==> src/hdl/lane_init_macros.svh <==
`ifndef LANE_INIT_MACROS_SVH
`define LANE_INIT_MACROS_SVH

// Ordered-set counter widths
`define OS_SENT_W 6
`define OS_RCV_W 4

// Gen4 targets, the same for each of TS1 to TS4
`define GEN4_TS_SENT 16
`define GEN4_TS_RCV 1

// SLOS1 and SLOS2 targets at Gen3 and Gen2
`define SLOS_SENT 2
`define SLOS_RCV 2

// TS1 and TS2 targets, Gen2 runs the longer sequences
`define GEN3_TS1_SENT 16
`define GEN2_TS1_SENT 32
`define GEN3_TS2_SENT 8
`define GEN2_TS2_SENT 16
`define GEN3_TS_RCV 2

// Cable configuration register
`define CABLE_REG_ADDR 18
`define USB4_CABLE_ID 8'h40

// Generation bits in the cable word and in the exchange payload
`define CABLE_GEN4_BIT 21
`define CABLE_GEN3_BIT 20
`define ADP_GEN4_BIT 18
`define ADP_GEN3_BIT 13

`endif
==> src/hdl/lane_init_pkg.sv <==
package lane_init_pkg;

    typedef enum logic [3:0] {
        DISABLED       = 4'd0,
        CLD_CABLE      = 4'd1,
        CLD_DETECT     = 4'd2,
        CLD_EXCHANGE_1 = 4'd3,
        CLD_EXCHANGE_2 = 4'd4,
        CLD_CLOCK      = 4'd5,
        TS1_GEN4       = 4'd6,
        TS2_GEN4       = 4'd7,
        TS3_GEN4       = 4'd8,
        TS4_GEN4       = 4'd9,
        SLOS1_GEN3     = 4'd10,
        SLOS2_GEN3     = 4'd11,
        TS1_GEN3       = 4'd12,
        TS2_GEN3       = 4'd13,
        CL0            = 4'd14
    } link_state_e;

    typedef enum logic [1:0] {
        GEN4 = 2'd0,
        GEN3 = 2'd1,
        GEN2 = 2'd2
    } gen_speed_e;

    // Lane-data select, also the code of an ordered set seen on a lane
    typedef enum logic [3:0] {
        SLOS1     = 4'd0,
        SLOS2     = 4'd1,
        TS1_G3    = 4'd2,
        TS2_G3    = 4'd3,
        TS1_G4    = 4'd4,
        TS2_G4    = 4'd5,
        TS3_G4    = 4'd6,
        TS4_G4    = 4'd7,
        LANE_DATA = 4'd8,
        ZEROS     = 4'd9
    } os_sel_e;

    typedef enum logic [1:0] {
        TR_NONE   = 2'd0,
        TR_AT_CMD = 2'd2
    } trans_sel_e;

    typedef struct packed {
        os_sel_e l0;
        os_sel_e l1;
    } lane_os_t;

    typedef struct packed {
        logic training_error;
        logic gen4_ts1;
        logic gen4_ts2;
    } train_timers_t;

    function automatic logic is_training(input link_state_e s);
        return s inside {TS1_GEN4, TS2_GEN4, TS3_GEN4, TS4_GEN4,
                         SLOS1_GEN3, SLOS2_GEN3, TS1_GEN3, TS2_GEN3};
    endfunction

    // Ordered set transmitted, and expected back, in each state
    function automatic os_sel_e state_to_os(input link_state_e s);
        case (s)
            TS1_GEN4:   return TS1_G4;
            TS2_GEN4:   return TS2_G4;
            TS3_GEN4:   return TS3_G4;
            TS4_GEN4:   return TS4_G4;
            SLOS1_GEN3: return SLOS1;
            SLOS2_GEN3: return SLOS2;
            TS1_GEN3:   return TS1_G3;
            TS2_GEN3:   return TS2_G3;
            CL0:        return LANE_DATA;
            default:    return ZEROS;
        endcase
    endfunction

endpackage

==> src/hdl/lane_init_top.sv <==
module lane_init_top (
    input  logic                         fsm_clk,
    input  logic                         reset_n,
    input  logic                         sync_busy_i,
    input  lane_init_pkg::lane_os_t      lane_os_i,
    input  logic                         trans_error_i,
    input  logic                         t_valid_i,
    input  logic                         os_sent_i,
    input  logic [31:0]                  c_data_i,
    input  logic                         disconnect_sbrx_i,
    input  logic [23:0]                  payload_i,
    input  logic                         lane_disable_i,
    input  logic                         tdisabled_min_i,
    input  lane_init_pkg::train_timers_t timers_i,
    input  logic                         trans_sent_i,
    input  logic                         new_sym_i,
    output lane_init_pkg::os_sel_e       d_sel_o,
    output lane_init_pkg::trans_sel_e    trans_sel_o,
    output lane_init_pkg::gen_speed_e    gen_speed_o,
    output logic [7:0]                   c_address_o,
    output logic                         c_read_o,
    output logic                         disconnect_sbtx_o,
    output logic                         fsm_disabled_o,
    output logic                         fsm_training_o,
    output logic                         ts1_gen4_s_o,
    output logic                         ts2_gen4_s_o
);
    import lane_init_pkg::*;

    link_state_e state;
    link_state_e next_state;
    logic        usb4_detected;
    logic        train_done;

    link_state_fsm link_state_fsm_i (
        .fsm_clk           (fsm_clk),
        .reset_n           (reset_n),
        .lane_disable_i    (lane_disable_i),
        .tdisabled_min_i   (tdisabled_min_i),
        .disconnect_sbrx_i (disconnect_sbrx_i),
        .t_valid_i         (t_valid_i),
        .trans_error_i     (trans_error_i),
        .trans_sent_i      (trans_sent_i),
        .new_sym_i         (new_sym_i),
        .timers_i          (timers_i),
        .usb4_detected_i   (usb4_detected),
        .gen_speed_i       (gen_speed_o),
        .train_done_i      (train_done),
        .state_o           (state),
        .next_state_o      (next_state),
        .d_sel_o           (d_sel_o),
        .fsm_disabled_o    (fsm_disabled_o),
        .fsm_training_o    (fsm_training_o),
        .ts1_gen4_s_o      (ts1_gen4_s_o),
        .ts2_gen4_s_o      (ts2_gen4_s_o)
    );

    cld_param_collect cld_param_collect_i (
        .fsm_clk         (fsm_clk),
        .reset_n         (reset_n),
        .state_i         (state),
        .next_state_i    (next_state),
        .c_data_i        (c_data_i),
        .payload_i       (payload_i),
        .c_read_o        (c_read_o),
        .c_address_o     (c_address_o),
        .usb4_detected_o (usb4_detected),
        .gen_speed_o     (gen_speed_o)
    );

    os_training_counter os_training_counter_i (
        .fsm_clk      (fsm_clk),
        .reset_n      (reset_n),
        .state_i      (state),
        .next_state_i (next_state),
        .gen_speed_i  (gen_speed_o),
        .os_sent_i    (os_sent_i),
        .lane_os_i    (lane_os_i),
        .train_done_o (train_done)
    );

    sb_transaction_ctrl sb_transaction_ctrl_i (
        .fsm_clk           (fsm_clk),
        .reset_n           (reset_n),
        .state_i           (state),
        .sync_busy_i       (sync_busy_i),
        .trans_error_i     (trans_error_i),
        .trans_sel_o       (trans_sel_o),
        .disconnect_sbtx_o (disconnect_sbtx_o)
    );

endmodule

==> src/hdl/sb_transaction_ctrl.sv <==
module sb_transaction_ctrl (
    input  logic                       fsm_clk,
    input  logic                       reset_n,
    input  lane_init_pkg::link_state_e state_i,
    input  logic                       sync_busy_i,
    input  logic                       trans_error_i,
    output lane_init_pkg::trans_sel_e  trans_sel_o,
    output logic                       disconnect_sbtx_o
);
    import lane_init_pkg::*;

    logic in_exchange;
    logic at_pending;
    logic at_sent;
    logic at_request;

    assign in_exchange = (state_i == CLD_EXCHANGE_1);

    // First request once the exchange starts, another after each error
    assign at_request = in_exchange && !sync_busy_i &&
                        ((at_pending && !at_sent) || trans_error_i);

    always_ff @(posedge fsm_clk or negedge reset_n) begin
        if (!reset_n) begin
            at_pending        <= 1'b0;
            at_sent           <= 1'b0;
            trans_sel_o       <= TR_NONE;
            disconnect_sbtx_o <= 1'b1;
        end else begin
            at_pending        <= in_exchange;
            at_sent           <= in_exchange && (at_sent || trans_sel_o == TR_AT_CMD);
            trans_sel_o       <= at_request ? TR_AT_CMD : TR_NONE;
            // Sideband transmitter stays off until a USB4 cable is found
            disconnect_sbtx_o <= state_i inside {DISABLED, CLD_CABLE};
        end
    end

endmodule

==> src/hdl/os_training_counter.sv <==
`include "lane_init_macros.svh"

module os_training_counter (
    input  logic                       fsm_clk,
    input  logic                       reset_n,
    input  lane_init_pkg::link_state_e state_i,
    input  lane_init_pkg::link_state_e next_state_i,
    input  lane_init_pkg::gen_speed_e  gen_speed_i,
    input  logic                       os_sent_i,
    input  lane_init_pkg::lane_os_t    lane_os_i,
    output logic                       train_done_o
);
    import lane_init_pkg::*;

    logic [`OS_SENT_W-1:0] sent_cnt;
    logic [`OS_SENT_W-1:0] sent_tgt;
    logic [`OS_RCV_W-1:0]  rcv_l0_cnt;
    logic [`OS_RCV_W-1:0]  rcv_l1_cnt;
    logic [`OS_RCV_W-1:0]  rcv_tgt;
    os_sel_e               expect_os;
    logic                  gen2_mode;

    assign expect_os = state_to_os(state_i);
    assign gen2_mode = (gen_speed_i == GEN2);

    always_comb begin
        sent_tgt = '1;
        rcv_tgt  = '1;
        case (state_i)
            TS1_GEN4, TS2_GEN4, TS3_GEN4, TS4_GEN4: begin
                sent_tgt = `OS_SENT_W'(`GEN4_TS_SENT);
                rcv_tgt  = `OS_RCV_W'(`GEN4_TS_RCV);
            end
            SLOS1_GEN3, SLOS2_GEN3: begin
                sent_tgt = `OS_SENT_W'(`SLOS_SENT);
                rcv_tgt  = `OS_RCV_W'(`SLOS_RCV);
            end
            TS1_GEN3: begin
                sent_tgt = gen2_mode ? `OS_SENT_W'(`GEN2_TS1_SENT) : `OS_SENT_W'(`GEN3_TS1_SENT);
                rcv_tgt  = `OS_RCV_W'(`GEN3_TS_RCV);
            end
            TS2_GEN3: begin
                sent_tgt = gen2_mode ? `OS_SENT_W'(`GEN2_TS2_SENT) : `OS_SENT_W'(`GEN3_TS2_SENT);
                rcv_tgt  = `OS_RCV_W'(`GEN3_TS_RCV);
            end
            default: ;
        endcase
    end

    // Counts restart on every state change and saturate at full scale
    always_ff @(posedge fsm_clk or negedge reset_n) begin
        if (!reset_n) begin
            sent_cnt   <= '0;
            rcv_l0_cnt <= '0;
            rcv_l1_cnt <= '0;
        end else if (!is_training(state_i) || next_state_i != state_i) begin
            sent_cnt   <= '0;
            rcv_l0_cnt <= '0;
            rcv_l1_cnt <= '0;
        end else begin
            if (os_sent_i && sent_cnt != '1) begin
                sent_cnt <= sent_cnt + 1'b1;
            end
            if (lane_os_i.l0 == expect_os && rcv_l0_cnt != '1) begin
                rcv_l0_cnt <= rcv_l0_cnt + 1'b1;
            end
            if (lane_os_i.l1 == expect_os && rcv_l1_cnt != '1) begin
                rcv_l1_cnt <= rcv_l1_cnt + 1'b1;
            end
        end
    end

    assign train_done_o = is_training(state_i) && (sent_cnt >= sent_tgt) &&
                          (rcv_l0_cnt >= rcv_tgt) && (rcv_l1_cnt >= rcv_tgt);

endmodule

==> src/hdl/cld_param_collect.sv <==
`include "lane_init_macros.svh"

module cld_param_collect (
    input  logic                       fsm_clk,
    input  logic                       reset_n,
    input  lane_init_pkg::link_state_e state_i,
    input  lane_init_pkg::link_state_e next_state_i,
    input  logic [31:0]                c_data_i,
    input  logic [23:0]                payload_i,
    output logic                       c_read_o,
    output logic [7:0]                 c_address_o,
    output logic                       usb4_detected_o,
    output lane_init_pkg::gen_speed_e  gen_speed_o
);
    import lane_init_pkg::*;

    gen_speed_e cable_gen;
    gen_speed_e partner_gen;
    logic       read_issued;

    // Gen4 bit has priority over the Gen3 bit, neither means Gen2
    function automatic gen_speed_e decode_gen(input logic g4, input logic g3);
        if (g4) begin
            return GEN4;
        end else if (g3) begin
            return GEN3;
        end
        return GEN2;
    endfunction

    assign partner_gen = decode_gen(payload_i[`ADP_GEN4_BIT], payload_i[`ADP_GEN3_BIT]);
    assign c_address_o = (state_i == CLD_CABLE) ? 8'(`CABLE_REG_ADDR) : 8'h00;

    always_ff @(posedge fsm_clk or negedge reset_n) begin
        if (!reset_n) begin
            c_read_o        <= 1'b0;
            read_issued     <= 1'b0;
            usb4_detected_o <= 1'b0;
            cable_gen       <= GEN4;
            gen_speed_o     <= GEN4;
        end else begin
            c_read_o    <= 1'b0;
            read_issued <= 1'b0;
            case (state_i)
                DISABLED: begin
                    usb4_detected_o <= 1'b0;
                    cable_gen       <= GEN4;
                    gen_speed_o     <= GEN4;
                end
                CLD_CABLE: begin
                    // One read strobe per visit, dropped when the state is left
                    read_issued     <= (next_state_i == CLD_CABLE);
                    c_read_o        <= (next_state_i == CLD_CABLE) && !read_issued;
                    usb4_detected_o <= (c_data_i[7:0] == `USB4_CABLE_ID);
                    cable_gen       <= decode_gen(c_data_i[`CABLE_GEN4_BIT],
                                                  c_data_i[`CABLE_GEN3_BIT]);
                    gen_speed_o     <= GEN4;
                end
                CLD_DETECT: gen_speed_o <= GEN4;
                CLD_EXCHANGE_1: begin
                    // Lower generation of cable and partner wins
                    if (cable_gen == GEN2 || partner_gen == GEN2) begin
                        gen_speed_o <= GEN2;
                    end else if (cable_gen == GEN3 || partner_gen == GEN3) begin
                        gen_speed_o <= GEN3;
                    end else begin
                        gen_speed_o <= GEN4;
                    end
                end
                default: ;
            endcase
        end
    end

endmodule

==> src/hdl/link_state_fsm.sv <==
module link_state_fsm (
    input  logic                          fsm_clk,
    input  logic                          reset_n,
    input  logic                          lane_disable_i,
    input  logic                          tdisabled_min_i,
    input  logic                          disconnect_sbrx_i,
    input  logic                          t_valid_i,
    input  logic                          trans_error_i,
    input  logic                          trans_sent_i,
    input  logic                          new_sym_i,
    input  lane_init_pkg::train_timers_t  timers_i,
    input  logic                          usb4_detected_i,
    input  lane_init_pkg::gen_speed_e     gen_speed_i,
    input  logic                          train_done_i,
    output lane_init_pkg::link_state_e    state_o,
    output lane_init_pkg::link_state_e    next_state_o,
    output lane_init_pkg::os_sel_e        d_sel_o,
    output logic                          fsm_disabled_o,
    output logic                          fsm_training_o,
    output logic                          ts1_gen4_s_o,
    output logic                          ts2_gen4_s_o
);
    import lane_init_pkg::*;

    link_state_e state_q;
    link_state_e next_state;
    logic        timeout;
    logic        sb_drop_allowed;
    logic        pre_clock;

    // Timeouts apply to training states only, the Gen4 ones to TS1 and TS2
    assign timeout = is_training(state_q) &&
                     (timers_i.training_error ||
                      (state_q == TS1_GEN4 && timers_i.gen4_ts1) ||
                      (state_q == TS2_GEN4 && timers_i.gen4_ts2));

    assign sb_drop_allowed = is_training(state_q) ||
                             state_q inside {CLD_EXCHANGE_1, CLD_EXCHANGE_2, CL0};

    // States in which the Gen4 training flags are cleared
    assign pre_clock = state_q inside {DISABLED, CLD_CABLE, CLD_DETECT,
                                       CLD_EXCHANGE_1, CLD_EXCHANGE_2};

    always_comb begin
        next_state = state_q;
        case (state_q)
            DISABLED:       if (tdisabled_min_i) next_state = CLD_CABLE;
            CLD_CABLE:      if (usb4_detected_i) next_state = CLD_DETECT;
            CLD_DETECT:     if (!disconnect_sbrx_i) next_state = CLD_EXCHANGE_1;
            CLD_EXCHANGE_1: if (t_valid_i && !trans_error_i) next_state = CLD_EXCHANGE_2;
            CLD_EXCHANGE_2: if (trans_sent_i) next_state = CLD_CLOCK;
            CLD_CLOCK: begin
                if (new_sym_i) begin
                    next_state = (gen_speed_i == GEN4) ? TS1_GEN4 : SLOS1_GEN3;
                end
            end
            TS1_GEN4:       if (train_done_i) next_state = TS2_GEN4;
            TS2_GEN4:       if (train_done_i) next_state = TS3_GEN4;
            TS3_GEN4:       if (train_done_i) next_state = TS4_GEN4;
            TS4_GEN4:       if (train_done_i && new_sym_i) next_state = CL0;
            SLOS1_GEN3:     if (train_done_i) next_state = SLOS2_GEN3;
            SLOS2_GEN3:     if (train_done_i) next_state = TS1_GEN3;
            TS1_GEN3:       if (train_done_i) next_state = TS2_GEN3;
            TS2_GEN3:       if (train_done_i && new_sym_i) next_state = CL0;
            CL0:            next_state = CL0;
            default:        next_state = DISABLED;
        endcase

        // Fallbacks in rising priority
        if (timeout) begin
            next_state = CLD_EXCHANGE_1;
        end
        if (disconnect_sbrx_i && sb_drop_allowed) begin
            next_state = CLD_DETECT;
        end
        if (lane_disable_i) begin
            next_state = DISABLED;
        end
    end

    always_ff @(posedge fsm_clk or negedge reset_n) begin
        if (!reset_n) begin
            state_q        <= DISABLED;
            d_sel_o        <= ZEROS;
            fsm_disabled_o <= 1'b1;
            fsm_training_o <= 1'b0;
            ts1_gen4_s_o   <= 1'b0;
            ts2_gen4_s_o   <= 1'b0;
        end else begin
            state_q <= next_state;
            // Lane data is switched in on the same edge that enters CL0
            if (state_q inside {TS4_GEN4, TS2_GEN3} && next_state == CL0) begin
                d_sel_o <= LANE_DATA;
            end else begin
                d_sel_o <= state_to_os(state_q);
            end
            fsm_disabled_o <= (state_q == DISABLED);
            fsm_training_o <= is_training(state_q);
            ts1_gen4_s_o   <= (state_q == TS1_GEN4) || (ts1_gen4_s_o && !pre_clock);
            ts2_gen4_s_o   <= (state_q == TS2_GEN4) || (ts2_gen4_s_o && !pre_clock);
        end
    end

    assign state_o      = state_q;
    assign next_state_o = next_state;

endmodule

==> config.mk <==
export PLATFORM = sky130hd
export DESIGN_NAME = lane_init_top
export DESIGN_NICKNAME = d
export VERILOG_FILES = /design/src/hdl/lane_init_pkg.sv /design/src/hdl/lane_init_top.sv /design/src/hdl/sb_transaction_ctrl.sv /design/src/hdl/os_training_counter.sv /design/src/hdl/cld_param_collect.sv /design/src/hdl/link_state_fsm.sv
export VERILOG_INCLUDE_DIRS = /design/src /design/src/hdl
export SDC_FILE = /design/constraint.sdc
export NUM_CORES = 1
export LEC_CHECK = 0
export BUFFER_PORTS_ARGS = -buffer_cell sky130_fd_sc_hd__buf_2
export CAP_MARGIN = 20
export CORE_MARGIN = 2
export CORE_UTILIZATION = 40
export DETAILED_ROUTE_END_ITERATION = 10
export PLACE_DENSITY_LB_ADDON = 0.12
export SLEW_MARGIN = 5
export SYNTH_ARGS = -nofsm -noshare
export SYNTH_HDL_FRONTEND = slang
export SYNTH_HIERARCHICAL = 1
export SYNTH_SLANG_ARGS = --single-unit
export TNS_END_PERCENT = 1
==> constraint.sdc <==
create_clock -name fsm_clk -period 4.6 [get_ports fsm_clk]
set_input_delay 0.92 -clock fsm_clk [delete_from_list [all_inputs] [get_ports fsm_clk]]
set_output_delay 0.92 -clock fsm_clk [all_outputs]
set_load 0.01 [all_outputs]
==> impl_metrics.toml <==
[outcome]
outcome = "completed"

[timing]
relSlewSlack_pct = 44.2
period_needed_ns = 4.14
setup_tns_ns = 0
worst_slack_ns = 0.463
rsz0062_at_grt = "no"
fin_crit_sh_pct = 89.9
worstMarginPinSlew_ns = 0.837
final_max_slew_viol_count = 0
fin_skew_ns = 0.00296
finalHoldViolations = 0
max_freq_mhz = 242
setup_viol = 0

[cts]
path_clk_slew_ns = 0.08
cts_root_buf = "clkbuf_8"
cts_sinks = 37
cts_setup_buffers = 0
ctsHoldBuffers = 0
ctsResizeCount = 0
cts_buffers = 5
clk_latency_ns = 0.29
htreeDepth = 2
cts_tree = "done"
clk_path_buf_depth = 2

[critical_path]
critPathRequiredTime_ns = 4.82
timing.rr.end = "os_training_counter_i/rcv_l0_cnt[1]"
timing.rr.start = "link_state_fsm_i/state_o[1]"
cp.arrival_ns = 4.35
critical_path_class = "flip-flop to flip-flop"
cp_common_cell = "a21o_1"
critPathMaxStageDelay_ns = 0.58
reg2reg_depth = 18
cp-end-kind = "flip-flop"
start_kind = "flip-flop"
slowest_stage = "dfrtp_1"
regToRegSetupSlack_ns = 0.46
crit_chain = "nand3b_2, nand2_1, inv_2, ha_1, nand2b_1, a21o_1, a211oi_1, o21a_1, nor4_1, buf_4, a21o_1, a221oi_1, a311oi_1, a31oi_1, xnor2_1, nand4_1, or2_1, a21oi_1"
worstPathMaxFanout = 13

[logic_synthesis]
synth_top_area_cell = "dfrtp_1"
yosys_warnings = 6
yosysSeqAreaShare_pct = 32.7
synth_area_mm2 = 0.00284
synth_top_flop_cell = "dfrtp_1"
synth_cells = 310
yosysUniqueCellTypes = 68
yosys-top-cells-count = "33 x dfrtp_1, 26 x a21oi_1, 23 x nand2_1"
synth-edff-count = 0
synth_area_leaders = "dfrtp_1 29%, ha_1 7.5%, a21oi_1 4.6%"
async_flop_share_pct = 100
synth_top_area_share_pct = 29.0
synth.most_common_cell = "dfrtp_1"
avgSynthCellArea_um2 = 9.17
ys_ff_latch = 37

[place]
hpwlAfterDp_um = 4610
gp_congestion = 0.796
portBuffers = 48
dpl-instance-area_mm2 = 0.00312
preCtsSetupSlack_ns = 0.432

[grt]
grt_pass1_wl_um = 10600
grt_max_degree = 38
grt_pass1_vias = 2289
grt_overflow = 0
antenna_found_initial = 0
grt_use_total_pct = 17.2

[floorplanning]
die_y_um = 88.3
io_pins = 100
die_x_um = 88.3
fp.coreArea_mm2 = 0.00683
dieArea_mm2 = 0.00780
initial_core_util_pct = 41.6
rows = 30

[drt]
dr.pass1.iters = 6
drc = 0
drtIter0Drc = 84
wl_per_cell_um = 14.0
ant_nets = 0
num_vias = 2400
wl_um = 6290
viasPerCell = 5.33

[cells_and_area]
num-fill-cells = 729
num_antenna_cells = 0
syn2layout_area_growth_pct = 12.5
nNetsFinal = 448
seqCellArea_um2 = 931
finalInstanceArea_mm2 = 0.00320
drive_gt1_share_pct = 23.2
multi_input_area_mm2 = 0.00173

[hold_path]
hold_depth = 1
min_to = "cld_param_collect_i/c_read_o"
hp-class = "flip-flop to flip-flop"
hp-start = "cld_param_collect_i/read_issued"

[pwr]
clockPowerShare_pct = 36.0
combinationalPowerShare_pct = 11.4
pwr-share-seq_pct = 52.6
p_int_mw = 0.463
p_per_area_mw_per_mm2 = 197
p_leak_nw = 1.53
switchingPower_mw = 0.166
switching_share_pct = 26.4
peakVddDrop_uv = 122

[flow_run]
maxCapViolations = 0
through the flow:
stage	hold WS [ns]	utilization [%]	std cells	power [mW]
after global placement	0.404	45.6	442	0.409
after CTS	0.418	46.8	450	0.643
final	0.407	46.8	450	0.629
after detailed placement	0.404	45.6	442	0.409
after floorplan	0.393	-	315	0.380
after global routing	0.421	46.8	450	0.665
placed cells by master, fill, tap and decap left out, types with 3 or more instances in the layout:
cell type  count
a21o_1         8
a21oi_1       26
a32oi_1        4
and3_1         3
buf_2         48
buf_4          6
clkbuf_8       5
conb_1         7
dfrtp_1       33
dfstp_2        4
ha_1          17
inv_1         13
mux2i_1        3
nand2_1       23
nand2b_1      11
nand3_1       11
nand4_1        5
nor2_1        18
nor2b_1        5
nor3_1         3
nor4_1         3
o21ai_0       10
o21ai_1        3
o31ai_1        6
or3_1          3
or4_1          5
xnor2_1        6
xor2_1        11
critical path: cells and delay by family (launching register included):
family,cells,cell delay (ns)
AO/OA/AOI/OAI,8,1.58
buffers and inverters,2,0.23
XOR/XNOR,1,0.17
adder cells (fa/ha/maj),1,0.27
flip-flops,1,0.58
AND/OR/NAND/NOR,6,1.20
power groups by stage:
stage	Clock [mW]	Sequential (mW)	Combinational [mW]
CTS	0.240	0.331	0.0721
floorplan	0	0.338	0.0427
finish	0.226	0.331	0.0718
global placement	0	0.337	0.0714
global route	0.253	0.331	0.0801
detailed placement	0	0.337	0.0719
cell type report:
| class | count | share of cell area [%] |
|---|---|---|
| sequential | 37 | 29.1 |
| clock inverter | 2 | 0.313 |
| multi-input combinational | 241 | 54.0 |
| clock buffer | 6 | 2.27 |
| inverter | 14 | 1.64 |
| timing repair buffer | 54 | 8.92 |
| tap | 96 | 3.75 |
worst max-delay path by stage:
stage                     slack [ns]                                  end  cells after the start                   startpoint
after floorplan                 0.82  os_training_counter_i/rcv_l0_cnt[2]                     18  link_state_fsm_i/state_o[3]
after global placement          0.42  os_training_counter_i/rcv_l0_cnt[0]                     18  link_state_fsm_i/state_o[1]
after detailed placement        0.43  os_training_counter_i/rcv_l0_cnt[1]                     18  link_state_fsm_i/state_o[1]
after CTS                       0.43  os_training_counter_i/rcv_l0_cnt[1]                     18  link_state_fsm_i/state_o[1]
after global routing            0.08  os_training_counter_i/rcv_l1_cnt[3]                     18  link_state_fsm_i/state_o[2]
final                           0.46  os_training_counter_i/rcv_l0_cnt[1]                     18  link_state_fsm_i/state_o[1]
state kept, by name, summed over array words and instances (netlist names), 2 cells and up:
register	count
os_training_counter_i/sent_cnt	6
os_training_counter_i/rcv_l0_cnt	4
cld_param_collect_i/gen_speed_o	2
os_training_counter_i/rcv_l1_cnt	4
link_state_fsm_i/d_sel_o	4
link_state_fsm_i/state_o	4
cld_param_collect_i/cable_gen	2
per-layer routing:
| layer | global-route usage [%] | wire [µm] | up-vias |
|---|---|---|---|
| met5 | 0 | 0 | - |
| met3 | 4.29 | 293 | 6 |
| met1 | 22.9 | 3010 | 1140 |
| li1 | - | - | 1200 |
| met4 | 4.82 | 59 | 0 |
| met2 | 27.9 | 2930 | 54 |
logic make-up (layout without fill, tap and decap cells):
group,Yosys count,after routing,share of synthesized area (%)
AO/OA/AOI/OAI,83,83,20.6
XOR/XNOR,19,19,6.78
adder cells (fa/ha/maj),17,17,7.48
buffers and inverters,37,76,7.13
flip-flops,37,37,32.7
multiplexers,4,4,1.45
other,2,7,0.264
AND/OR/NAND/NOR,111,111,23.6
(Power assumes the default switching activity.)
